**src/uart_pkg.sv**
```systemverilog
package uart_pkg;

  localparam int CMD_WIDTH  = 16;
  localparam int BYTE_WIDTH = 8;
  // address field fills what the rw flag and data byte leave over
  localparam int ADDR_WIDTH = CMD_WIDTH - BYTE_WIDTH - 1;

  // kept small so simulation stays short
  localparam int CLKS_PER_BIT = 8;
  localparam int HALF_BIT     = CLKS_PER_BIT / 2;

  // start + 8 data + parity + stop
  localparam int FRAME_BITS = 11;

  localparam int TICK_W = $clog2(CLKS_PER_BIT);
  localparam int BIT_W  = $clog2(FRAME_BITS);

  typedef logic [BYTE_WIDTH-1:0] byte_t;

  // bit 15 rw, 14:8 addr, 7:0 data
  typedef struct packed {
    logic                  rw;
    logic [ADDR_WIDTH-1:0] addr;
    byte_t                 data;
  } cmd_t;

  typedef struct packed {
    logic  parity_err;
    byte_t data;
  } read_t;

endpackage

```
**src/uart_tx_if.sv**
```systemverilog
`timescale 1ns/100ps

interface uart_tx_if;

  logic            start;
  uart_pkg::byte_t data;
  logic            busy;
  logic            done;

  // sequencer side
  modport ctrl (
    output start,
    output data,
    input  busy,
    input  done
  );

  // serializer side
  modport engine (
    input  start,
    input  data,
    output busy,
    output done
  );

endinterface

```
**src/uart_cmd_seq.sv**
```systemverilog
`timescale 1ns/100ps

module uart_cmd_seq (
  input  logic            clk,
  input  logic            rst_n,
  input  uart_pkg::cmd_t  cmd_in,
  input  logic            cmd_vld,
  output logic            cmd_rdy,
  uart_tx_if.ctrl         tx_link,
  input  logic            rx_valid,
  input  uart_pkg::byte_t rx_data,
  input  logic            rx_parity_err,
  output logic            read_rdy,
  output uart_pkg::read_t read_data
);

  typedef enum logic [2:0] {
    IDLE,
    SEND_HIGH,
    SEND_LOW,
    WAIT_RESP,
    FINISH
  } state_t;

  state_t          state;
  uart_pkg::cmd_t  cmd_q;
  uart_pkg::byte_t tx_data;
  logic            tx_start;
  logic            accept;

  // ready again already in finish, so back-to-back commands lose no cycle
  // start only goes out while the serializer is idle
  assign cmd_rdy = ((state == IDLE) || (state == FINISH)) && !tx_link.busy;
  assign accept  = cmd_vld && cmd_rdy;

  always_ff @(posedge clk or negedge rst_n) begin
    if (!rst_n) begin
      state    <= IDLE;
      tx_start <= 1'b0;
      read_rdy <= 1'b0;
    end else begin
      tx_start <= 1'b0;
      read_rdy <= 1'b0;
      case (state)
        IDLE, FINISH: begin
          if (accept) begin
            state    <= SEND_HIGH;
            tx_start <= 1'b1;
          end else begin
            state <= IDLE;
          end
        end
        SEND_HIGH: begin
          if (tx_link.done) begin
            if (cmd_q.rw) begin
              state <= WAIT_RESP;
            end else begin
              state    <= SEND_LOW;
              tx_start <= 1'b1;
            end
          end
        end
        SEND_LOW: begin
          if (tx_link.done) begin
            state <= FINISH;
          end
        end
        WAIT_RESP: begin
          // a missing answer stalls here
          if (rx_valid) begin
            state    <= FINISH;
            read_rdy <= 1'b1;
          end
        end
        default: state <= IDLE;
      endcase
    end
  end

  // payload registers
  always_ff @(posedge clk) begin
    if (accept) begin
      cmd_q   <= cmd_in;
      tx_data <= {cmd_in.rw, cmd_in.addr};
    end else if ((state == SEND_HIGH) && tx_link.done) begin
      tx_data <= cmd_q.data;
    end
    if ((state == WAIT_RESP) && rx_valid) begin
      read_data <= {rx_parity_err, rx_data};
    end
  end

  assign tx_link.start = tx_start;
  assign tx_link.data  = tx_data;

endmodule

```
**src/uart_cmd_top.sv**
```systemverilog
`timescale 1ns/100ps

module uart_cmd_top (
  input  logic            clk,
  input  logic            rst_n,
  input  uart_pkg::cmd_t  cmd_in,
  input  logic            cmd_vld,
  output logic            cmd_rdy,
  input  logic            rx,
  output logic            tx,
  output logic            read_rdy,
  output uart_pkg::read_t read_data
);

  uart_tx_if tx_link ();

  // receive link to the sequencer
  logic            rx_valid;
  uart_pkg::byte_t rx_data;
  logic            rx_parity_err;

  uart_cmd_seq u_seq (
    .clk           (clk),
    .rst_n         (rst_n),
    .cmd_in        (cmd_in),
    .cmd_vld       (cmd_vld),
    .cmd_rdy       (cmd_rdy),
    .tx_link       (tx_link.ctrl),
    .rx_valid      (rx_valid),
    .rx_data       (rx_data),
    .rx_parity_err (rx_parity_err),
    .read_rdy      (read_rdy),
    .read_data     (read_data)
  );

  uart_tx u_tx (
    .clk   (clk),
    .rst_n (rst_n),
    .link  (tx_link.engine),
    .tx    (tx)
  );

  uart_rx u_rx (
    .clk           (clk),
    .rst_n         (rst_n),
    .rx            (rx),
    .rx_valid      (rx_valid),
    .rx_data       (rx_data),
    .rx_parity_err (rx_parity_err)
  );

endmodule

```
**src/uart_rx.sv**
```systemverilog
`timescale 1ns/100ps

module uart_rx (
  input  logic            clk,
  input  logic            rst_n,
  input  logic            rx,
  output logic            rx_valid,
  output uart_pkg::byte_t rx_data,
  output logic            rx_parity_err
);

  typedef enum logic [2:0] {
    IDLE,
    START,
    DATA,
    PARITY,
    STOP
  } state_t;

  state_t                      state;
  logic                        rx_meta;
  logic                        rx_sync;
  logic                        rx_prev;
  logic [uart_pkg::TICK_W-1:0] tick_cnt;
  logic [uart_pkg::BIT_W-1:0]  bit_cnt;
  logic                        tick_last;
  logic                        half_tick;
  logic                        parity_acc;
  uart_pkg::byte_t             data_sr;

  // two-flop synchronizer plus one stage for edge detect
  always_ff @(posedge clk or negedge rst_n) begin
    if (!rst_n) begin
      rx_meta <= 1'b1;
      rx_sync <= 1'b1;
      rx_prev <= 1'b1;
    end else begin
      rx_meta <= rx;
      rx_sync <= rx_meta;
      rx_prev <= rx_sync;
    end
  end

  assign tick_last = (tick_cnt == uart_pkg::TICK_W'(uart_pkg::CLKS_PER_BIT - 1));
  assign half_tick = (tick_cnt == uart_pkg::TICK_W'(uart_pkg::HALF_BIT - 1));

  always_ff @(posedge clk or negedge rst_n) begin
    if (!rst_n) begin
      state    <= IDLE;
      tick_cnt <= '0;
      bit_cnt  <= '0;
      rx_valid <= 1'b0;
    end else begin
      rx_valid <= 1'b0;
      case (state)
        IDLE: begin
          if (rx_prev && !rx_sync) begin
            state    <= START;
            tick_cnt <= '0;
          end
        end
        START: begin
          if (half_tick) begin
            // line back high at mid start bit means a glitch
            if (rx_sync) begin
              state <= IDLE;
            end else begin
              state    <= DATA;
              tick_cnt <= '0;
              bit_cnt  <= '0;
            end
          end else begin
            tick_cnt <= tick_cnt + 1'b1;
          end
        end
        DATA: begin
          if (tick_last) begin
            tick_cnt <= '0;
            if (bit_cnt == uart_pkg::BIT_W'(uart_pkg::BYTE_WIDTH - 1)) begin
              state <= PARITY;
            end else begin
              bit_cnt <= bit_cnt + 1'b1;
            end
          end else begin
            tick_cnt <= tick_cnt + 1'b1;
          end
        end
        PARITY: begin
          if (tick_last) begin
            tick_cnt <= '0;
            state    <= STOP;
          end else begin
            tick_cnt <= tick_cnt + 1'b1;
          end
        end
        STOP: begin
          if (tick_last) begin
            tick_cnt <= '0;
            state    <= IDLE;
            // bad stop bit drops the frame
            rx_valid <= rx_sync;
          end else begin
            tick_cnt <= tick_cnt + 1'b1;
          end
        end
        default: state <= IDLE;
      endcase
    end
  end

  // payload sampling, lsb arrives first
  always_ff @(posedge clk) begin
    if (state == START) begin
      parity_acc <= 1'b0;
    end else if ((state == DATA) && tick_last) begin
      data_sr    <= {rx_sync, data_sr[uart_pkg::BYTE_WIDTH-1:1]};
      parity_acc <= parity_acc ^ rx_sync;
    end else if ((state == PARITY) && tick_last) begin
      parity_acc <= parity_acc ^ rx_sync;
    end
  end

  // odd parity over data and parity bit
  always_ff @(posedge clk) begin
    if ((state == STOP) && tick_last) begin
      rx_parity_err <= ~parity_acc;
    end
  end

  assign rx_data = data_sr;

endmodule

```
**src/uart_tx.sv**
```systemverilog
`timescale 1ns/100ps

module uart_tx (
  input  logic      clk,
  input  logic      rst_n,
  uart_tx_if.engine link,
  output logic      tx
);

  logic                           busy;
  logic [uart_pkg::FRAME_BITS-1:0] frame_sr;
  logic [uart_pkg::TICK_W-1:0]     tick_cnt;
  logic [uart_pkg::BIT_W-1:0]      bit_cnt;
  logic                           tick_last;
  logic                           bit_last;

  assign tick_last = (tick_cnt == uart_pkg::TICK_W'(uart_pkg::CLKS_PER_BIT - 1));
  assign bit_last  = (bit_cnt == uart_pkg::BIT_W'(uart_pkg::FRAME_BITS - 1));

  always_ff @(posedge clk or negedge rst_n) begin
    if (!rst_n) begin
      busy     <= 1'b0;
      frame_sr <= '1;
      tick_cnt <= '0;
      bit_cnt  <= '0;
    end else if (!busy) begin
      if (link.start) begin
        busy     <= 1'b1;
        // stop, odd parity, data lsb first, start
        frame_sr <= {1'b1, ~^link.data, link.data, 1'b0};
        tick_cnt <= '0;
        bit_cnt  <= '0;
      end
    end else if (tick_last) begin
      tick_cnt <= '0;
      // shift in ones so the line idles high afterwards
      frame_sr <= {1'b1, frame_sr[uart_pkg::FRAME_BITS-1:1]};
      if (bit_last) begin
        busy    <= 1'b0;
        bit_cnt <= '0;
      end else begin
        bit_cnt <= bit_cnt + 1'b1;
      end
    end else begin
      tick_cnt <= tick_cnt + 1'b1;
    end
  end

  // done in the last cycle of the stop bit
  assign link.done = busy & bit_last & tick_last;
  assign link.busy = busy;

  assign tx = frame_sr[0];

endmodule

```
**config.mk**
```make
export PLATFORM = sky130hd
export DESIGN_NAME = uart_cmd_top
export DESIGN_NICKNAME = d
export VERILOG_FILES = /design/src/uart_pkg.sv /design/src/uart_tx_if.sv /design/src/uart_cmd_seq.sv /design/src/uart_cmd_top.sv /design/src/uart_rx.sv /design/src/uart_tx.sv
export SDC_FILE = /design/constraint.sdc
export NUM_CORES = 1
export LEC_CHECK = 0
export ABC_AREA = 1
export BUFFER_PORTS_ARGS = -buffer_cell sky130_fd_sc_hd__buf_2
export CAP_MARGIN = 15
export CORE_AREA = 4 4 109 111
export CTS_CLUSTER_DIAMETER = 60
export DETAILED_ROUTE_END_ITERATION = 6
export DIE_AREA = 0 0 113 115
export PLACE_DENSITY = 0.48
export RECOVER_POWER = 50
export SYNTH_ARGS = -nofsm -noshare
export SYNTH_HDL_FRONTEND = slang
export SYNTH_SLANG_ARGS = --single-unit
```
**constraint.sdc**
```tcl
create_clock -name clk -period 1.8 [get_ports clk]
set_input_delay 0.09 -clock clk [delete_from_list [all_inputs] [get_ports clk]]
set_output_delay 0.09 -clock clk [all_outputs]
set_load 0.005 [all_outputs]
```
# Yosys cells after proc, flatten, opt, wreduce, memory -nomap -nowiden
# Cells that the tools add are included.
dict set report classes {
  addsub 4
  multipliers 0
  bitwise 5
  shifts 0
  mux 50
  n_eq_ne 26
  n_lt_le_gt_ge 0
  div 0
  reduce_logical 27
}
# op count
set ops {}
lappend ops {{3-bit two-way mux} 16}
lappend ops {{11-bit two-way mux} 3}
lappend ops {{4-bit two-way mux} 8}
lappend ops {{2-bit by 1-bit inequality test with 1-bit output (second input constant)} 9}
lappend ops {{8-bit two-way mux} 2}
lappend ops {{3-bit by 2-bit equality test with 1-bit output (second input constant)} 5}
lappend ops {{1-bit two-way mux} 15}
lappend ops {{3-bit case mux with 5 select lines} 1}
lappend ops {{3-bit equality test (second input constant)} 4}
lappend ops {{3-bit case mux with 4 select lines} 1}
lappend ops {{3-bit case mux with 3 select lines} 1}
lappend ops {{4-bit by 1-bit adder with 4-bit output (second input constant)} 2}
lappend ops {{1-bit logical AND} 8}
lappend ops {{4-bit case mux with 2 select lines} 1}
lappend ops {{2-bit nonzero test} 4}
lappend ops {{8-bit XNOR reduction} 1}
lappend ops {{3-bit by 1-bit adder with 3-bit output (second input constant)} 2}
lappend ops {{3-bit by 1-bit equality test with 1-bit output (second input constant)} 2}
lappend ops {{3-bit logical NOT} 2}
lappend ops {{2-bit inequality test (second input constant)} 3}
lappend ops {{3-bit AND reduction} 2}
lappend ops {{6-bit AND reduction} 1}
lappend ops {{5-bit AND reduction} 1}
lappend ops {{4-bit by 3-bit equality test with 1-bit output (second input constant)} 1}
lappend ops {{other kinds (13)} 17}
dict set report totals {
  rom_bits 0
  in_bits 20
  latch_bits 0
  register_bits 74
  n_memories 0
  mem_bits_rw 0
  output_inout_bits 12
}

# Depth between registers and ports, before layout
dict set report depth {
  word_depth 6
  ltp_mapped 10
  depth_no_buf 10
}

# Hierarchy
# From an unflattened synthesis, not the netlist that was laid out.
dict set report unflattened {
  hier_cells 370
  hier_area_um2 3489.6
}
# module cells_each n_inst seq_area_each_um2 area_each_um2
set modules_own_cells {}
lappend modules_own_cells {uart_rx 136 1 644.4 1207.4}
lappend modules_own_cells {uart_cmd_seq 86 1 905.9 1164.9}
lappend modules_own_cells {uart_tx 148 1 462.9 1117.3}

# Least setup slack after synthesis
# OpenSTA, ideal clock, no wires.
dict set report synth_timing {
  kind {flip-flop to flip-flop}
  startpoint {register u_rx.tick_cnt[0] (netlist name)}
  endpoint {register u_rx.data_sr[0], in the netlist u_rx.rx_data[0], enable pin}
  required_ps 1426
  path_buffers 0
  setup_slack_ps 205
  setup_time_ps 374
  t_arrival_ps 1221
  path_stages_with_launch 5
  path_cell_list {dfrtp_1 ha_1 ha_1 inv_1 nor2_1}
}
dict set report synth_via {
  elab_chain_len 3
}
# element line
set synth_rtl {}
lappend synth_rtl {{start: declaration} uart_rx.sv:24} ;# logic [uart_pkg::TICK_W-1:0] tick_cnt;
lappend synth_rtl {{start signal: assignment} uart_rx.sv:73} ;# tick_cnt <= tick_cnt + 1'b1;
lappend synth_rtl {{start signal: assignment} uart_rx.sv:85} ;# tick_cnt <= tick_cnt + 1'b1;
lappend synth_rtl {{start signal: assignment} uart_rx.sv:93} ;# tick_cnt <= tick_cnt + 1'b1;
lappend synth_rtl {{3-bit equality test} uart_rx.sv:44} ;# assign tick_last = (tick_cnt == uart_pkg::TICK_W'(uart_pkg::CLKS_PER_BIT - 1));
lappend synth_rtl {{1-bit logical AND} uart_rx.sv:115} ;# end else if ((state == DATA) && tick_last) begin
lappend synth_rtl {{2-bit AND reduction (no source line)} n/a}
lappend synth_rtl {{end signal: assignment} uart_rx.sv:116} ;# data_sr <= {rx_sync, data_sr[uart_pkg::BYTE_WIDTH-1:1]};
lappend synth_rtl {{end: declaration} uart_rx.sv:29} ;# uart_pkg::byte_t data_sr;
# Every way passes these cells.
# A chain may end at the register's enable or synchronous reset.

# Worst setup path in the final report
dict set report layout_timing {
  startpoint {register u_tx.bit_cnt[0] (netlist name)}
  endpoint {register u_seq.tx_data[3], in the netlist u_seq.tx_link.data[3], enable pin}
}
dict set report layout_via {
  elab_chain_len 5
}
# element line
set layout_rtl {}
lappend layout_rtl {{start: declaration} uart_tx.sv:13} ;# logic [uart_pkg::BIT_W-1:0] bit_cnt;
lappend layout_rtl {{start signal: assignment} uart_tx.sv:42} ;# bit_cnt <= bit_cnt + 1'b1;
lappend layout_rtl {{4-bit equality test} uart_tx.sv:18} ;# assign bit_last = (bit_cnt == uart_pkg::BIT_W'(uart_pkg::FRAME_BITS - 1));
lappend layout_rtl {{1-bit bitwise AND (2 in series)} uart_tx.sv:50} ;# assign link.done = busy & bit_last & tick_last;
lappend layout_rtl {{1-bit logical AND} uart_cmd_seq.sv:85} ;# end else if ((state == SEND_HIGH) && tx_link.done) begin
lappend layout_rtl {{2-bit nonzero test (no source line)} n/a}
lappend layout_rtl {{end signal: assignment} uart_cmd_seq.sv:84} ;# tx_data <= {cmd_in.rw, cmd_in.addr};
lappend layout_rtl {{end signal: assignment} uart_cmd_seq.sv:86} ;# tx_data <= cmd_q.data;
lappend layout_rtl {{end: declaration} uart_cmd_seq.sv:27} ;# uart_pkg::byte_t tx_data;
# Every way passes these cells.

==> results.yml <==
setup_path:
  reg2reg_depth: 8
  cp_slowest_cell: "dfrtp_1"
  r2r-end: "u_seq.tx_link.data[3]"
  crit_arrival_ns: 1.68
  crit_buf_inv: 2
  r2r_setup_slack_ns: 0.17
  criticalPathCategory: "register to register"
  end_kind: "register"
  rr_startpoint: "u_tx.bit_cnt[0]"
  required_ns: 1.85
  cp_top_family: "simple AND/OR/NAND/NOR gates"
  slowest_delay_ns: 0.41
  path_cells: "inv_1 -> ha_1 -> nand2_1 -> nor2_1 -> nand2_1 -> inv_1 -> nand2_1 -> nand2_2"
  path_max_fanout: 8
  start_kind: "register"
  path_common_cell: "nand2_1"
layout:
  area_growth_pct: 24.23
  final_core_utilization_pct: 37.03
  layout-drive-gt1-share_pct: 21.83
  diodes: 0
  final_nets: 418
  n_fill_cell: 1072
global_route:
  grt_util_met3_pct: 2.947
  grt_pass1_wl_um: 10330
  grt-busiest-layer: "met2"
  antenna_found_initial: 0
  grt_max_degree: 38
  grt_pass1_vias: 2249
  met1_usage_pct: 13.16
  use_met2_pct: 15.09
  grt_remaining_overflow: 0
  grtUsageTotal_pct: 10.08
logic_synthesis:
  synth.most_common_cell: "nand2_1"
  netlist.area_leader.share_pct: 32.67
  syn-num-nets: 349
  synth_area_leaders: "edfxtp_1, dfrtp_1, nand2_1, dfstp_2, inv_1"
  synthAdderAreaFrac_pct: 3.501
  netlist_instances: 320
  synth_enable_flop_cells: 35
  synthMuxAreaShare_pct: 0
  ys_warn_count: 0
  synth_cell_types: 32
  synth_top_family_by_area: "simple AND/OR/NAND/NOR gates"
  synth_compound_area_share_pct: 6.846
  yosys.area_share.simple_pct: 21.47
  synth_commonest_cells: "nand2_1, edfxtp_1, inv_1"
  dominantRegCellSynth: "edfxtp_1"
  ys_async_sr_fraction_pct: 50.68
  synth_seq_area_share_pct: 62.58
  synth-xor-area-share_pct: 0.8168
  syn_area_per_cell_um2: 10.05
  synth-seq-cells: 73
  netlist_area_mm2: 0.003217
  yosysTopAreaCell: "edfxtp_1"
min_path:
  worstHoldPathCells: 3
  min_to: "u_seq.tx_link.data[6]"
  min_from: "cmd_in[14]"
  min_path_type: "input port to register"
detailed_routing:
  drt_iter0_markers: 90
  vias: 2214
  wl_per_cell_um: 10.81
  drc: 0
  ant_nets: 0
  drt_wl_total_um: 5775
  viasPerCell: 4.146
  drt_first_pass_iters: 6
sta:
  drv_slew: 0
  slew_headroom_pct: 36.91
  fin_crit_sh_pct: 90.62
  rsz0062_at_grt: "no"
  fin_crit_ns: 1.631
  skew_ns: 0.007093
  setup_viol: 0
  setup_ws_ns: 0.1688
  hold_viol_final: 0
  worst_pin_slew_ns: 0.9464
  fmax_mhz: 613.0
  final.setup.tns_ns: 0
cts:
  clk_path_buf_depth: 2
  clk_latency_ns: 0.35
  cts-buffers-inserted: 9
  clk_pin_slew_ns: 0.08
  cts_sinks: 73
  root_buffer: "clkbuf_8"
  cts_tree: "yes"
  h-tree-depth: 3
die:
  rows: 38
  initial_core_util_pct: 29.81
  die-area_mm2: 0.01300
  core_mm2: 0.01079
  die_x_um: 113
  io_pins: 32
  fp.dieH_um: 115
power:
  ir_drop_mv: 0.3449
  p_leak_nw: 1.777
  power_mw: 3.692
  pwr_density_cell_mw_per_mm2: 923.9
placement:
  post-place-ws_ns: 0.06513
  dpl.hpwl_um: 4026
  port_buffers: 31
  place.gp.congestion: 0.7407
status:
  status: "completed"
job:
  drv_cap: 0
cell families after synthesis:
logic type / after synthesis
buffers and inverters: 40
AND/OR/NAND/NOR: 157
AO/OA/AOI/OAI: 38
adder cells (fa/ha/maj): 9
flip-flops: 73
XOR/XNOR: 3
registers in the layout (all words and copies together) (netlist names), 3 cells and up:
signal,flops
u_rx.rx_data,8
u_rx.tick_cnt,3
u_tx.tick_cnt,3
u_seq.read_data,9
u_seq.tx_link.data,8
u_rx.state,3
u_tx.frame_sr,10
u_tx.bit_cnt,4
u_rx.bit_cnt,4
u_seq.state,3
u_seq.cmd_q,9
repair_timing:
| item | in CTS | in global routing |
|---|---|---|
| gates resized for setup | 0 | 2 |
| endpoints found under the setup margin | 0 | 17 |
| setup buffers | 0 | 0 |
| endpoints found under the hold margin | 40 | 0 |
| hold buffers | 17 | 0 |
worst reg2reg max path, stage by stage (launching register included):
cell and delay [ns]:
dfrtp_1 0.41, inv_1 0.10, ha_1 0.15, nand2_1 0.05
nor2_1 0.13, nand2_1 0.13, inv_1 0.12, nand2_1 0.09
nand2_2 0.17
report_power, final:
group	leakage [nW]	internal [mW]	switching, mW
Sequential	0.761	1.79	0.0532
Combinational	0.921	0.208	0.332
Clock	0.0949	0.679	0.628
Total	1.78	2.68	1.01
metal layers:
metal	vias to the layer above	part of all wire, %
met4	0	2.2
li1	1182	-
met1	986	50
met2	38	44
met3	8	4.4
met5	-	0
cell usage in the layout, fill, tap and decap left out, types with 7 or more instances in the layout:
cell,instances
nand2_1,103
inv_1,35
edfxtp_1,35
dfrtp_1,24
buf_2,23
nor2_1,22
o21ai_0,17
dlygate4sd3_1,17
buf_4,12
dfstp_2,12
clkbuf_8,10
ha_1,9
clkbuf_1,9
nand3_1,8
a31oi_1,7
worst max path at each step:
stage,from,end,slack [ns],cells past startpoint
final,u_tx.bit_cnt[0],u_seq.tx_link.data[3],0.17,8
after global routing,u_tx.bit_cnt[0],u_seq.tx_link.data[5],0.03,8
after CTS,u_tx.bit_cnt[0],u_seq.tx_link.data[3],0.06,8
after detailed placement,u_rx.tick_cnt[0],u_rx.bit_cnt[0],0.07,6
after global placement,u_rx.tick_cnt[0],u_rx.rx_data[3],0.11,4
after floorplan,u_rx.tick_cnt[0],u_rx.rx_data[0],0.21,4
through the flow:
| stage | area [um2] | std cells | hold slack (ns) |
|---|---|---|---|
| floorplan | 3217 | 320 | -0.2056 |
| global placement | 3633 | 501 | 0.1858 |
| detailed placement | 3633 | 501 | 0.1866 |
| CTS | 4008 | 534 | 0.01238 |
| global route | 3996 | 534 | 0.03511 |
| finish | 3996 | 534 | 0.03748 |
cell type report:
cell class	count	area (um2)	area share [%]
clock inverter	6	66.31	1.659
clock buffer	10	137.6	3.444
tap	140	175.2	4.383
multi-input combinational	207	1055	26.39
timing repair buffer	62	414.1	10.36
inverter	36	135.1	3.381
sequential	73	2013	50.38
(Power assumes the default switching activity.)
